## config.mk

```make
export PLATFORM = sky130hd
export DESIGN_NAME = epd_ctrl
export DESIGN_NICKNAME = d
export VERILOG_FILES = /design/src/verilog/epd_pkg.sv /design/src/verilog/power_seq.sv /design/src/verilog/scan_timing.sv /design/src/verilog/epd_output.sv /design/src/verilog/epd_ctrl.sv
export SDC_FILE = /design/constraint.sdc
export NUM_CORES = 1
export LEC_CHECK = 0
export BUFFER_PORTS_ARGS = -buffer_cell sky130_fd_sc_hd__buf_2
export CORE_ASPECT_RATIO = 1.75
export CORE_MARGIN = 2
export CORE_UTILIZATION = 35
export DETAILED_ROUTE_END_ITERATION = 6
export SLEW_MARGIN = 20
export SYNTH_ARGS = -nofsm -noshare
export SYNTH_HDL_FRONTEND = slang
export SYNTH_HIERARCHICAL = 1
export SYNTH_SLANG_ARGS = --single-unit
```

## constraint.sdc

```tcl
create_clock -name clk -period 2.1 [get_ports clk]
set_input_delay 0.105 -clock clk [delete_from_list [all_inputs] [get_ports clk]]
set_output_delay 0.105 -clock clk [all_outputs]
set_load 0.02 [all_outputs]
```

## src/verilog/epd_pkg.sv

```systemverilog
package epd_pkg;

    ////////////////////
    // Widths

    localparam int pix_per_word = 8;
    localparam int gray_bits    = 4;
    localparam int drive_bits   = 2;

    // Drive codes on the source bus
    localparam logic [drive_bits-1:0] drive_none    = 2'b00;
    localparam logic [drive_bits-1:0] drive_darken  = 2'b01;
    localparam logic [drive_bits-1:0] drive_lighten = 2'b10;

    // Counter width for n states, never below one bit
    function automatic int cnt_width(input int n);
        return (n > 1) ? $clog2(n) : 1;
    endfunction

    ////////////////////
    // Pixel word

    // Direct field, host-computed code in the low bits
    typedef struct packed {
        logic [gray_bits-drive_bits-1:0] rsvd;
        logic [drive_bits-1:0]           code;
    } direct_pix_t;

    // Pixel 0 sits in the least significant field in both views
    typedef union packed {
        logic [pix_per_word-1:0][gray_bits-1:0] gray;
        direct_pix_t [pix_per_word-1:0]         direct;
    } pix_word_t;

    ////////////////////
    // Driver timing

    typedef struct packed {
        logic sdclk;
        logic sdle;
        logic sdoe;
        logic gdclk;
        logic gdsp;
        logic gdoe;
        // Pixel word valid on the bus this cycle
        logic active;
    } epd_timing_t;

endpackage

```

## src/verilog/power_seq.sv

```systemverilog
module power_seq import epd_pkg::*; #(
    parameter int step_cycles = 1000
) (
    input  logic       clk,
    input  logic       rst,
    input  logic       power_en,
    output logic [2:0] rail_en,
    output logic       pok
);

    localparam int cnt_w = cnt_width(step_cycles);
    localparam logic [cnt_w-1:0] cnt_last = cnt_w'(step_cycles - 1);

    // Number of rails switched on, 0 to 3
    logic [1:0]       level;
    logic [cnt_w-1:0] step_cnt;
    logic             moving;

    // Rails left to switch in the direction set by power_en
    assign moving = power_en ? (level != 2'd3) : (level != 2'd0);

    ////////////////////
    // Step sequencer

    always_ff @(posedge clk) begin
        if (rst) begin
            level    <= 2'd0;
            step_cnt <= '0;
            pok      <= 1'b0;
        end else begin
            if (!moving) begin
                step_cnt <= '0;
            end else if (step_cnt == cnt_last) begin
                step_cnt <= '0;
                if (power_en) begin
                    level <= level + 2'd1;
                end else begin
                    level <= level - 2'd1;
                end
            end else begin
                step_cnt <= step_cnt + 1'b1;
            end
            // Drops one cycle after power_en goes low
            pok <= power_en && (level == 2'd3);
        end
    end

    // Rails on in order 0, 1, 2 and off in reverse
    assign rail_en = {level == 2'd3, level >= 2'd2, level != 2'd0};

    ////////////////////
    // Checks

    pok_rails_on: assert property (
        @(posedge clk) disable iff (rst) pok |-> &rail_en
    ) else $error("pok high with a rail still off");

endmodule

```

## src/verilog/scan_timing.sv

```systemverilog
module scan_timing import epd_pkg::*; #(
    parameter int h_words = 200,
    parameter int v_lines = 1200,
    parameter int frames  = 16
) (
    input  logic                         clk,
    input  logic                         rst,
    input  logic                         start,
    input  logic                         pok,
    output epd_timing_t                  timing,
    output logic [cnt_width(frames)-1:0] frame,
    output logic                         pix_req,
    output logic                         busy,
    output logic                         done
);

    localparam int word_w  = cnt_width(h_words + 2);
    localparam int line_w  = cnt_width(v_lines);
    localparam int frame_w = cnt_width(frames);

    // Word slot h_words holds latch and gate clock, the next one is idle
    localparam logic [word_w-1:0]  word_latch = word_w'(h_words);
    localparam logic [word_w-1:0]  word_last  = word_w'(h_words + 1);
    localparam logic [line_w-1:0]  line_last  = line_w'(v_lines - 1);
    localparam logic [frame_w-1:0] frame_last = frame_w'(frames - 1);

    logic [word_w-1:0] word;
    logic              phase;
    logic [line_w-1:0] line;
    logic              in_data;

    assign in_data = (word < word_latch);

    ////////////////////
    // Counters

    always_ff @(posedge clk) begin
        if (rst) begin
            busy  <= 1'b0;
            done  <= 1'b0;
            word  <= '0;
            phase <= 1'b0;
            line  <= '0;
            frame <= '0;
        end else begin
            done <= 1'b0;
            if (!busy || !pok) begin
                // Idle, or abort on power loss without done
                word  <= '0;
                phase <= 1'b0;
                line  <= '0;
                frame <= '0;
                busy  <= !busy && pok && start;
            end else begin
                phase <= ~phase;
                if (phase) begin
                    if (word == word_last) begin
                        word <= '0;
                        if (line == line_last) begin
                            line <= '0;
                            if (frame == frame_last) begin
                                frame <= '0;
                                busy  <= 1'b0;
                                done  <= 1'b1;
                            end else begin
                                frame <= frame + 1'b1;
                            end
                        end else begin
                            line <= line + 1'b1;
                        end
                    end else begin
                        word <= word + 1'b1;
                    end
                end
            end
        end
    end

    ////////////////////
    // Driver timing decode

    // Request while sdclk is low, data expected while it is high
    assign pix_req       = busy && in_data && !phase;
    assign timing.sdclk  = busy && in_data && phase;
    assign timing.active = busy && in_data && phase;
    assign timing.sdle   = busy && (word == word_latch) && !phase;
    assign timing.gdclk  = busy && (word == word_latch) && phase;
    assign timing.gdsp   = busy && (line == '0);
    assign timing.sdoe   = busy;
    assign timing.gdoe   = busy;

    ////////////////////
    // Checks

    latch_vs_clock: assert property (
        @(posedge clk) disable iff (rst) !(timing.sdle && timing.sdclk)
    ) else $error("sdle and sdclk high together");

endmodule

```

## src/verilog/epd_output.sv

```systemverilog
module epd_output import epd_pkg::*; #(
    parameter int frames = 16
) (
    input  logic                                 clk,
    input  logic                                 rst,
    input  epd_timing_t                          timing,
    input  logic [cnt_width(frames)-1:0]         frame,
    input  logic                                 busy,
    input  logic                                 pok,
    input  logic                                 mode_direct,
    input  pix_word_t                            pix_word,
    output logic [pix_per_word*drive_bits-1:0]   epd_sd,
    output logic                                 epd_sdclk,
    output logic                                 epd_sdle,
    output logic                                 epd_sdoe,
    output logic                                 epd_sdce0,
    output logic                                 epd_gdclk,
    output logic                                 epd_gdsp,
    output logic                                 epd_gdoe,
    output logic                                 error
);

    // Code i lands on epd_sd bits 2i+1 down to 2i
    logic [pix_per_word-1:0][drive_bits-1:0] codes;
    logic                                    pok_q;

    ////////////////////
    // Pixel decode

    always_comb begin
        for (int i = 0; i < pix_per_word; i++) begin
            if (mode_direct) begin
                codes[i] = pix_word.direct[i].code;
            end else if (32'(frame) < 32'(pix_word.gray[i])) begin
                // Lighter levels keep getting pulses for more frames
                codes[i] = drive_lighten;
            end else begin
                codes[i] = drive_none;
            end
        end
    end

    ////////////////////
    // Pin registers

    always_ff @(posedge clk) begin
        if (rst) begin
            pok_q     <= 1'b0;
            epd_sd    <= '0;
            epd_sdclk <= 1'b0;
            epd_sdle  <= 1'b0;
            epd_sdoe  <= 1'b0;
            epd_sdce0 <= 1'b0;
            epd_gdclk <= 1'b0;
            epd_gdsp  <= 1'b0;
            epd_gdoe  <= 1'b0;
            error     <= 1'b0;
        end else begin
            pok_q     <= pok;
            epd_sdclk <= pok && timing.sdclk;
            epd_sdle  <= pok && timing.sdle;
            epd_sdoe  <= pok && timing.sdoe;
            epd_gdclk <= pok && timing.gdclk;
            epd_gdsp  <= pok && timing.gdsp;
            epd_gdoe  <= pok && timing.gdoe;
            // Chip enable is active low, deselected when idle
            epd_sdce0 <= pok && !busy;
            if (!pok) begin
                epd_sd <= '0;
            end else if (timing.active) begin
                epd_sd <= codes;
            end
            // Sticky until reset
            if (busy && !pok) begin
                error <= 1'b1;
            end
        end
    end

    ////////////////////
    // Checks

    pins_off_without_power: assert property (
        @(posedge clk) disable iff (rst) !pok_q |->
            (epd_sd == '0) && !epd_sdclk && !epd_sdle && !epd_sdoe && !epd_sdce0
            && !epd_gdclk && !epd_gdsp && !epd_gdoe
    ) else $error("panel pin driven without power good");

endmodule

```

## src/verilog/epd_ctrl.sv

```systemverilog
module epd_ctrl import epd_pkg::*; #(
    parameter int h_words     = 200,
    parameter int v_lines     = 1200,
    parameter int frames      = 16,
    parameter int step_cycles = 1000
) (
    input  logic                               clk,
    input  logic                               rst,
    // Host side
    input  logic                               power_en,
    input  logic                               start,
    input  logic                               mode_direct,
    input  pix_word_t                          pix_word,
    output logic                               pix_req,
    output logic                               busy,
    output logic                               done,
    output logic                               pok,
    output logic                               error,
    // Panel side
    output logic [2:0]                         rail_en,
    output logic [pix_per_word*drive_bits-1:0] epd_sd,
    output logic                               epd_sdclk,
    output logic                               epd_sdle,
    output logic                               epd_sdoe,
    output logic                               epd_sdce0,
    output logic                               epd_gdclk,
    output logic                               epd_gdsp,
    output logic                               epd_gdoe
);

    epd_timing_t                  timing;
    logic [cnt_width(frames)-1:0] frame;

    power_seq #(
        .step_cycles(step_cycles)
    ) i_power_seq (
        .clk(clk),
        .rst(rst),
        .power_en(power_en),
        .rail_en(rail_en),
        .pok(pok)
    );

    scan_timing #(
        .h_words(h_words),
        .v_lines(v_lines),
        .frames(frames)
    ) i_scan_timing (
        .clk(clk),
        .rst(rst),
        .start(start),
        .pok(pok),
        .timing(timing),
        .frame(frame),
        .pix_req(pix_req),
        .busy(busy),
        .done(done)
    );

    // Pins lag timing by one cycle
    epd_output #(
        .frames(frames)
    ) i_epd_output (
        .clk(clk),
        .rst(rst),
        .timing(timing),
        .frame(frame),
        .busy(busy),
        .pok(pok),
        .mode_direct(mode_direct),
        .pix_word(pix_word),
        .epd_sd(epd_sd),
        .epd_sdclk(epd_sdclk),
        .epd_sdle(epd_sdle),
        .epd_sdoe(epd_sdoe),
        .epd_sdce0(epd_sdce0),
        .epd_gdclk(epd_gdclk),
        .epd_gdsp(epd_gdsp),
        .epd_gdoe(epd_gdoe),
        .error(error)
    );

endmodule

```

==> qor.txt, run 1 <==
Hold Crit Depth -> 3
Reg2reg end -> i_scan_timing/frame[3]
CTS tree -> yes
DRT iter0 DRCs -> 67
Pre-Repair DR Iteration Count -> 5
Maxcap violations -> 0
CP arrival -> 2170 ps
Residual DRC count -> 0
Gate count of the mapped netlist -> 409
Top cells by area, synth -> dfxtp_1 36%, ha_1 11%, a21oi_1 5.3%
R2r worst-path depth -> 4
Static Leak -> 1.87 nW
P per Cell Area -> 611 nW/um2
CTS buffer count -> 9
Synth warn -> 6
Final setup vio count -> 0
Syn Std Cell Area -> 3500 um2
EDFF count, synth -> 0
Worst rel slew slack -> 61.9%
Asr flop ratio synth -> 0%
R2R setup slack -> 130 ps
Total Power -> 2.64 mW
CP Launch Type -> flop
Peak VDD IR -> 0.357 mV
Crit-path cells -> or4_4, or3_2, o41ai_2, a21oi_2
Required time of the worst setup path -> 2300 ps
DR vias -> 3209
Post-Route Setup TNS -> 0 ps
Largest delay contributor family on the critical path -> simple AND/OR/NAND/NOR gates
Slew @ Worst Pin -> 571 ps
Hold Path Origin -> pix_word[20]
Die area -> 10900 um2
Worst path slowest cell -> or3_2
Worst Hold End -> i_epd_output/epd_sd[10]
I/O Buffers -> 67
# nets final -> 557
Core Util, Final -> 44.2%
Largest net degree at the start of global routing -> 18
Wire per inst -> 14.6 um
HPWL Detailed -> 7.01 mm
Fmax -> 0.507 GHz
CTS clk-pin slew, worst paths -> 50 ps
WS Path Type -> reg2reg
Initial Util -> 35.8%
Tmin final -> 1970 ps
Fin Clk Skew -> 6.38 ps
Crit-path max cell delay -> 550 ps
Syn_area_per_cell -> 8.57 um2
WP buf/inv -> 0
Slew Viols, Final -> 0
Post-synth top area cell -> dfxtp_1
Syn Nets -> 477
I/O Pins -> 68
Gr usage total -> 17.3%
Die Height -> 136 um
Drt total wl -> 9.04 mm
RSZ-0062 raised after global routing -> no
Synth Register Bits -> 63
Crit path max fanout -> 4
Final period util -> 93.9%
Final hold vios -> 0
Initial antenna violation count -> 0
Ys flop type -> dfxtp_1
Overflow after GRT -> 0
Synth top area share -> 36.0%
Worst-Skew Late Latency -> 320 ps
Via density -> 5.18
Worst reg2reg path startpoint -> i_scan_timing/line[9]
Core footprint -> 9790 um2
Status -> complete, no violations
Antenna violation net count after detailed routing -> 0
Die Wd -> 79.6 um
# diodes -> 0
Layout cells sized above 1 -> 25.3%
Crit path capture type -> flop
Routability cong. -> 0.802
Clock root buffer -> clkbuf_16
Rows -> 48
Vias in the first global route -> 3185
CTS H-tree depth -> 3
CTS max path bufs -> 2
Sequential share of the synthesized area -> 36.0%
Clock Sink Count -> 63
Layout Area Growth over Synthesis -> 23.5%
Unique masters post-synth -> 54
Hold Path Class -> in2reg
First-pass GRT wire length -> 14.6 mm
-- cell families (layout without fill, tap and decap cells) --
kind of cell / count (synthesis) / after routing / synth area share [%]
compound gates: 87 / 87 / 15.9
xor+xnor: 15 / 15 / 3.75
fa+ha+maj: 31 / 31 / 11.1
buf+inv: 49 / 134 / 6.14
flops: 63 / 63 / 36.0
simple gates: 164 / 164 / 27.2
-- registers in the layout, summed over array words and instances (netlist names), 2 cells and up --
name                  flops
i_epd_output/epd_sd      16
i_scan_timing/line       11
i_power_seq/step_cnt     10
i_scan_timing/word        8
i_scan_timing/frame       4
i_power_seq/level         2
-- worst max-delay path by stage --
stage               slack, ps  depth (start not counted)                      to             startpoint
floorplan                 0.3                          5  i_scan_timing/frame[2]  i_scan_timing/line[4]
global placement           40                          4  i_scan_timing/frame[2]  i_scan_timing/line[9]
detailed placement          7                          4  i_scan_timing/frame[2]  i_scan_timing/line[9]
CTS                        10                          4  i_scan_timing/frame[2]  i_scan_timing/line[9]
global route               40                          7   i_scan_timing/line[8]  i_scan_timing/word[1]
finish                    130                          4  i_scan_timing/frame[3]  i_scan_timing/line[9]
-- area by class of cell --
cell class | count | area [um2]
fill | 989 | 5460
multi-input combinational | 297 | 2040
sequential | 63 | 1260
timing repair buffer | 84 | 463
clock buffer | 12 | 256
tap | 125 | 156
inverter | 34 | 128
clock inverter | 4 | 20.0
-- timing repair --
item / in CTS / in global routing
setup buffers: 0 / 0
resized for setup: 1 / 2
pin swaps: 0 / 2
hold buffers: 0 / 0
setup endpoints to repair: 1 / 2
gates cloned: 0 / 0
-- synthesized netlist by cell type (8+ instances only) --
| cell | count |
|---|---|
| dfxtp_1 | 63 |
| a21oi_1 | 37 |
| nor2_1 | 35 |
| inv_1 | 34 |
| ha_1 | 31 |
| nand2_1 | 19 |
| nor2b_1 | 18 |
| o211ai_1 | 17 |
| nand3_1 | 14 |
| nand4_1 | 12 |
| and2_1 | 10 |
| xor2_1 | 8 |
-- layer usage --
layer,track usage (%),part of all wire [%]
met1,16.8,39
met3,3.59,4.2
met5,0,0
met4,7.85,2.2
met2,33.9,55
-- cell usage in the layout, fill, tap and decap left out, types with 8 or more instances in the layout --
cell type / n
a21oi_1: 36
dfxtp_1: 63
o211ai_1: 17
ha_1: 31
nand2_1: 19
buf_2: 67
nor2b_1: 18
and2_1: 10
nand3_1: 14
nand4_1: 12
clkbuf_16: 9
nor2_1: 35
buf_4: 17
inv_1: 34
xor2_1: 8
-- worst register-to-register path: cells and delay by family, from the launching register on --
kind	cells	cell delay, ps
AND/OR/NAND/NOR	2	1080
AO/OA/AOI/OAI	2	430
flip-flops	1	330
-- power by group --
part / switching, mW / internal [mW]
clock network: 0.499 / 0.853
registers: 0.00177 / 1.20
logic: 0.0463 / 0.0455
-- metrics by stage --
| step | hold WS [ps] | area (um2) | instances | setup slack (ps) |
|---|---|---|---|---|
| floorplan | 174 | 3500 | 409 | 0.280 |
| detailed placement | 362 | 4040 | 603 | 6.67 |
| CTS | 16.1 | 4320 | 619 | 13.0 |
| global placement | 351 | 4040 | 603 | 35.1 |
| global route | 51.7 | 4330 | 619 | 43.4 |
| finish | 28.4 | 4330 | 619 | 128 |
No activity file was read; power rests on OpenSTA's default activity.
==> run 2: changes to the inputs <==
--- a/config.mk
+++ b/config.mk
@@ -8,8 +8,9 @@
 export BUFFER_PORTS_ARGS = -buffer_cell sky130_fd_sc_hd__buf_2
 export CORE_ASPECT_RATIO = 1.75
 export CORE_MARGIN = 2
-export CORE_UTILIZATION = 35
+export CORE_UTILIZATION = 48
 export DETAILED_ROUTE_END_ITERATION = 6
+export PLACE_DENSITY = 0.74
 export SLEW_MARGIN = 20
 export SYNTH_ARGS = -nofsm -noshare
 export SYNTH_HDL_FRONTEND = slang
==> run 2 against run 1 <==
  * Register-to-register slack got worse by 60 ps
  * Final area shrank 1.8%
  * Maximum frequency down 3.0%
  * Clock skew is 0.76 ps lower
  * Cell count down 6.9%
  * Clock-buffer cell count rose by 1
  * Power about the same
  * Sequential power barely moved
  * Critical path depth unchanged
  * Non-clock buffer count down 4
  * Utilization up 15 points
  * Highest routed layer unchanged
==> qor.txt, run 2 (synthesized netlist as in run 1, its figures left out) <==
Clock Sink Count -> 63 (unchanged)
Residual DRC count -> 0 (unchanged)
Final hold vios -> 0 (unchanged)
Slew Viols, Final -> 0 (unchanged)
Most frequent cells in the layout -> 67 x buf_2, 63 x dfxtp_1, 36 x a21oi_1
RSZ-0062 raised after global routing -> no
Layout Area Growth over Synthesis -> 21.3%
WS Path Type -> reg2reg
# fillers -> 625 (-37%)
Initial antenna violation count -> 0 (unchanged)
Die Wd -> 68.6 um (-14%)
Sequential Area -> 1260 um2 (unchanged)
HPWL Detailed -> 6.51 mm (-7.1%)
CTS tree -> yes
Slew @ Worst Pin -> 595 ps (+24.1 ps)
I/O Buffers -> 67 (unchanged)
Crit path max fanout -> 4 (unchanged)
Hold Path Class -> in2reg
Worst setup margin -> 65.7 ps (-62.0 ps)
Static Leak -> 1.84 nW (-1.3%)
Tmin final -> 2030 ps (+62.0 ps)
CTS max path bufs -> 2 (unchanged)
Wire per inst -> 15.0 um (+2.4%)
# nets final -> 553 (-0.72%)
Worst rel slew slack -> 60.3% (-1.6 points)
Largest registers -> i_epd_output/epd_sd (16), i_scan_timing/line (11), i_power_seq/step_cnt (10)
Via density -> 5.61 (+8.1%)
Post-Route Setup TNS -> 0 ps (unchanged)
Post-CTS Hold Buffers -> 0 (unchanged)
Fmax -> 0.492 GHz (-3.0%)
Most used cell along the critical path -> or4_4
Required time of the worst setup path -> 2360 ps (+60 ps)
Die Height -> 117 um (-14%)
CTS buffer count -> 9 (unchanged)
CP arrival -> 2290 ps (+120 ps)
Crit-path cells -> or4_4, or4_4, or4_4, a21oi_2
Core Util, Final -> 59.6% (+15 points)
DRT iter0 DRCs -> 132 (+97%)
CP Launch Type -> flop
Maxcap violations -> 0 (unchanged)
Pre-CTS setup slack -> -9.62 ps (-16.3 ps)
Peak VDD IR -> 0.520 mV (+46%)
P per Cell Area -> 622 nW/um2 (+1.8%)
Die area -> 8020 um2 (-26%)
Initial Util -> 49.1% (+13 points)
First-pass GRT wire length -> 13.5 mm (-7.8%)
Fin Clk Skew -> 5.62 ps (-0.764 ps)
Worst path slowest cell -> or4_4
Most flop-heavy register -> i_epd_output/epd_sd
Antenna violation net count after detailed routing -> 0 (unchanged)
Final setup vio count -> 0 (unchanged)
WP buf/inv -> 0 (unchanged)
Layout cells sized above 1 -> 24.7% (-0.61 points)
Overflow after GRT -> 0 (unchanged)
Status -> complete, no violations
Routability cong. -> 0.845 (+5.3%)
Crit path capture type -> flop
I/O Pins -> 68 (unchanged)
Max reg flops -> 16 (unchanged)
Worst-Skew Late Latency -> 330 ps (about the same)
Largest net degree at the start of global routing -> 18 (unchanged)
Final period util -> 96.9% (+3.0 points)
Core footprint -> 7130 um2 (-27%)
CTS H-tree depth -> 3 (unchanged)
Pre-Repair DR Iteration Count -> 4 (-1)
Vias in the first global route -> 3143 (-1.3%)
Gr usage total -> 22.3% (+4.9 points)
Drt total wl -> 8.61 mm (-4.7%)
Largest delay contributor family on the critical path -> simple AND/OR/NAND/NOR gates
DR vias -> 3229 (+0.62%)
# diodes -> 0 (unchanged)
Rows -> 41 (-15%)
Most common cell after layout, fill and taps aside -> buf_2
Clock root buffer -> clkbuf_16
CTS clk-pin slew, worst paths -> 50 ps (about the same)
Crit-path max cell delay -> 560 ps (about the same)
Area occupied by multi-input gates -> 2040 um2 (about the same)
==> run 2: final timing paths <==
check             slack, ps  cells past startpoint                     end                  start
hold reg to reg         460                      2      i_epd_output/error     i_epd_output/error
hold / removal           20                      3  i_epd_output/epd_sd[8]           pix_word[16]
setup reg to reg         70                      4  i_scan_timing/frame[2]  i_scan_timing/line[9]
setup / recovery         70                      4  i_scan_timing/frame[2]  i_scan_timing/line[9]
==> run 2: power by group <==
part | switching (mW) | internal (mW) | leakage [nW]
combinational | 0.0469 | 0.0455 | 1.20
sequential | 0.00182 | 1.20 | 0.507
clock | 0.494 | 0.857 | 0.136
total | 0.543 | 2.10 | 1.84
==> run 2: worst reg2reg max path, stage by stage, from the launching register on <==
cell,delay (ps)
dfxtp_1,320
or4_4,530
or4_4,560
or4_4,430
a21oi_2,120
==> run 2: area by class of cell <==
class                           instances  area share, %
Sequential cell                        63           29.7
Tap cell                               86           2.53
Clock inverter                          3          0.412
Timing Repair Buffer                   80           10.2
Clock buffer                           13           6.12
Multi-Input combinational cell        297           48.1
Inverter                               34           3.00
==> run 2: metrics by stage <==
| step | power, mW | cells | hold slack, ps | area, um2 |
|---|---|---|---|---|
| after global routing | 2.73 | 576 | 43.2 | 4250 |
| after global placement | 1.31 | 560 | 350 | 3960 |
| after detailed placement | 1.32 | 560 | 352 | 3960 |
| final | 2.64 | 576 | 21.8 | 4250 |
| after floorplan | 1.26 | 409 | 174 | 3500 |
| after CTS | 2.67 | 576 | 12.8 | 4240 |
==> run 2: per-layer routing <==
layer	share of wire, %	global-route usage [%]
met5	0	0
met2	53	40.7
met1	39	22.0
met3	4.7	4.88
met4	2.5	12.9
==> run 2: timing repair <==
item	CTS	global route
endpoints found under the hold margin	0	0
buffers inserted	0	0
pin swaps	1	1
gates resized for setup	1	3
endpoints found under the setup margin	1	1
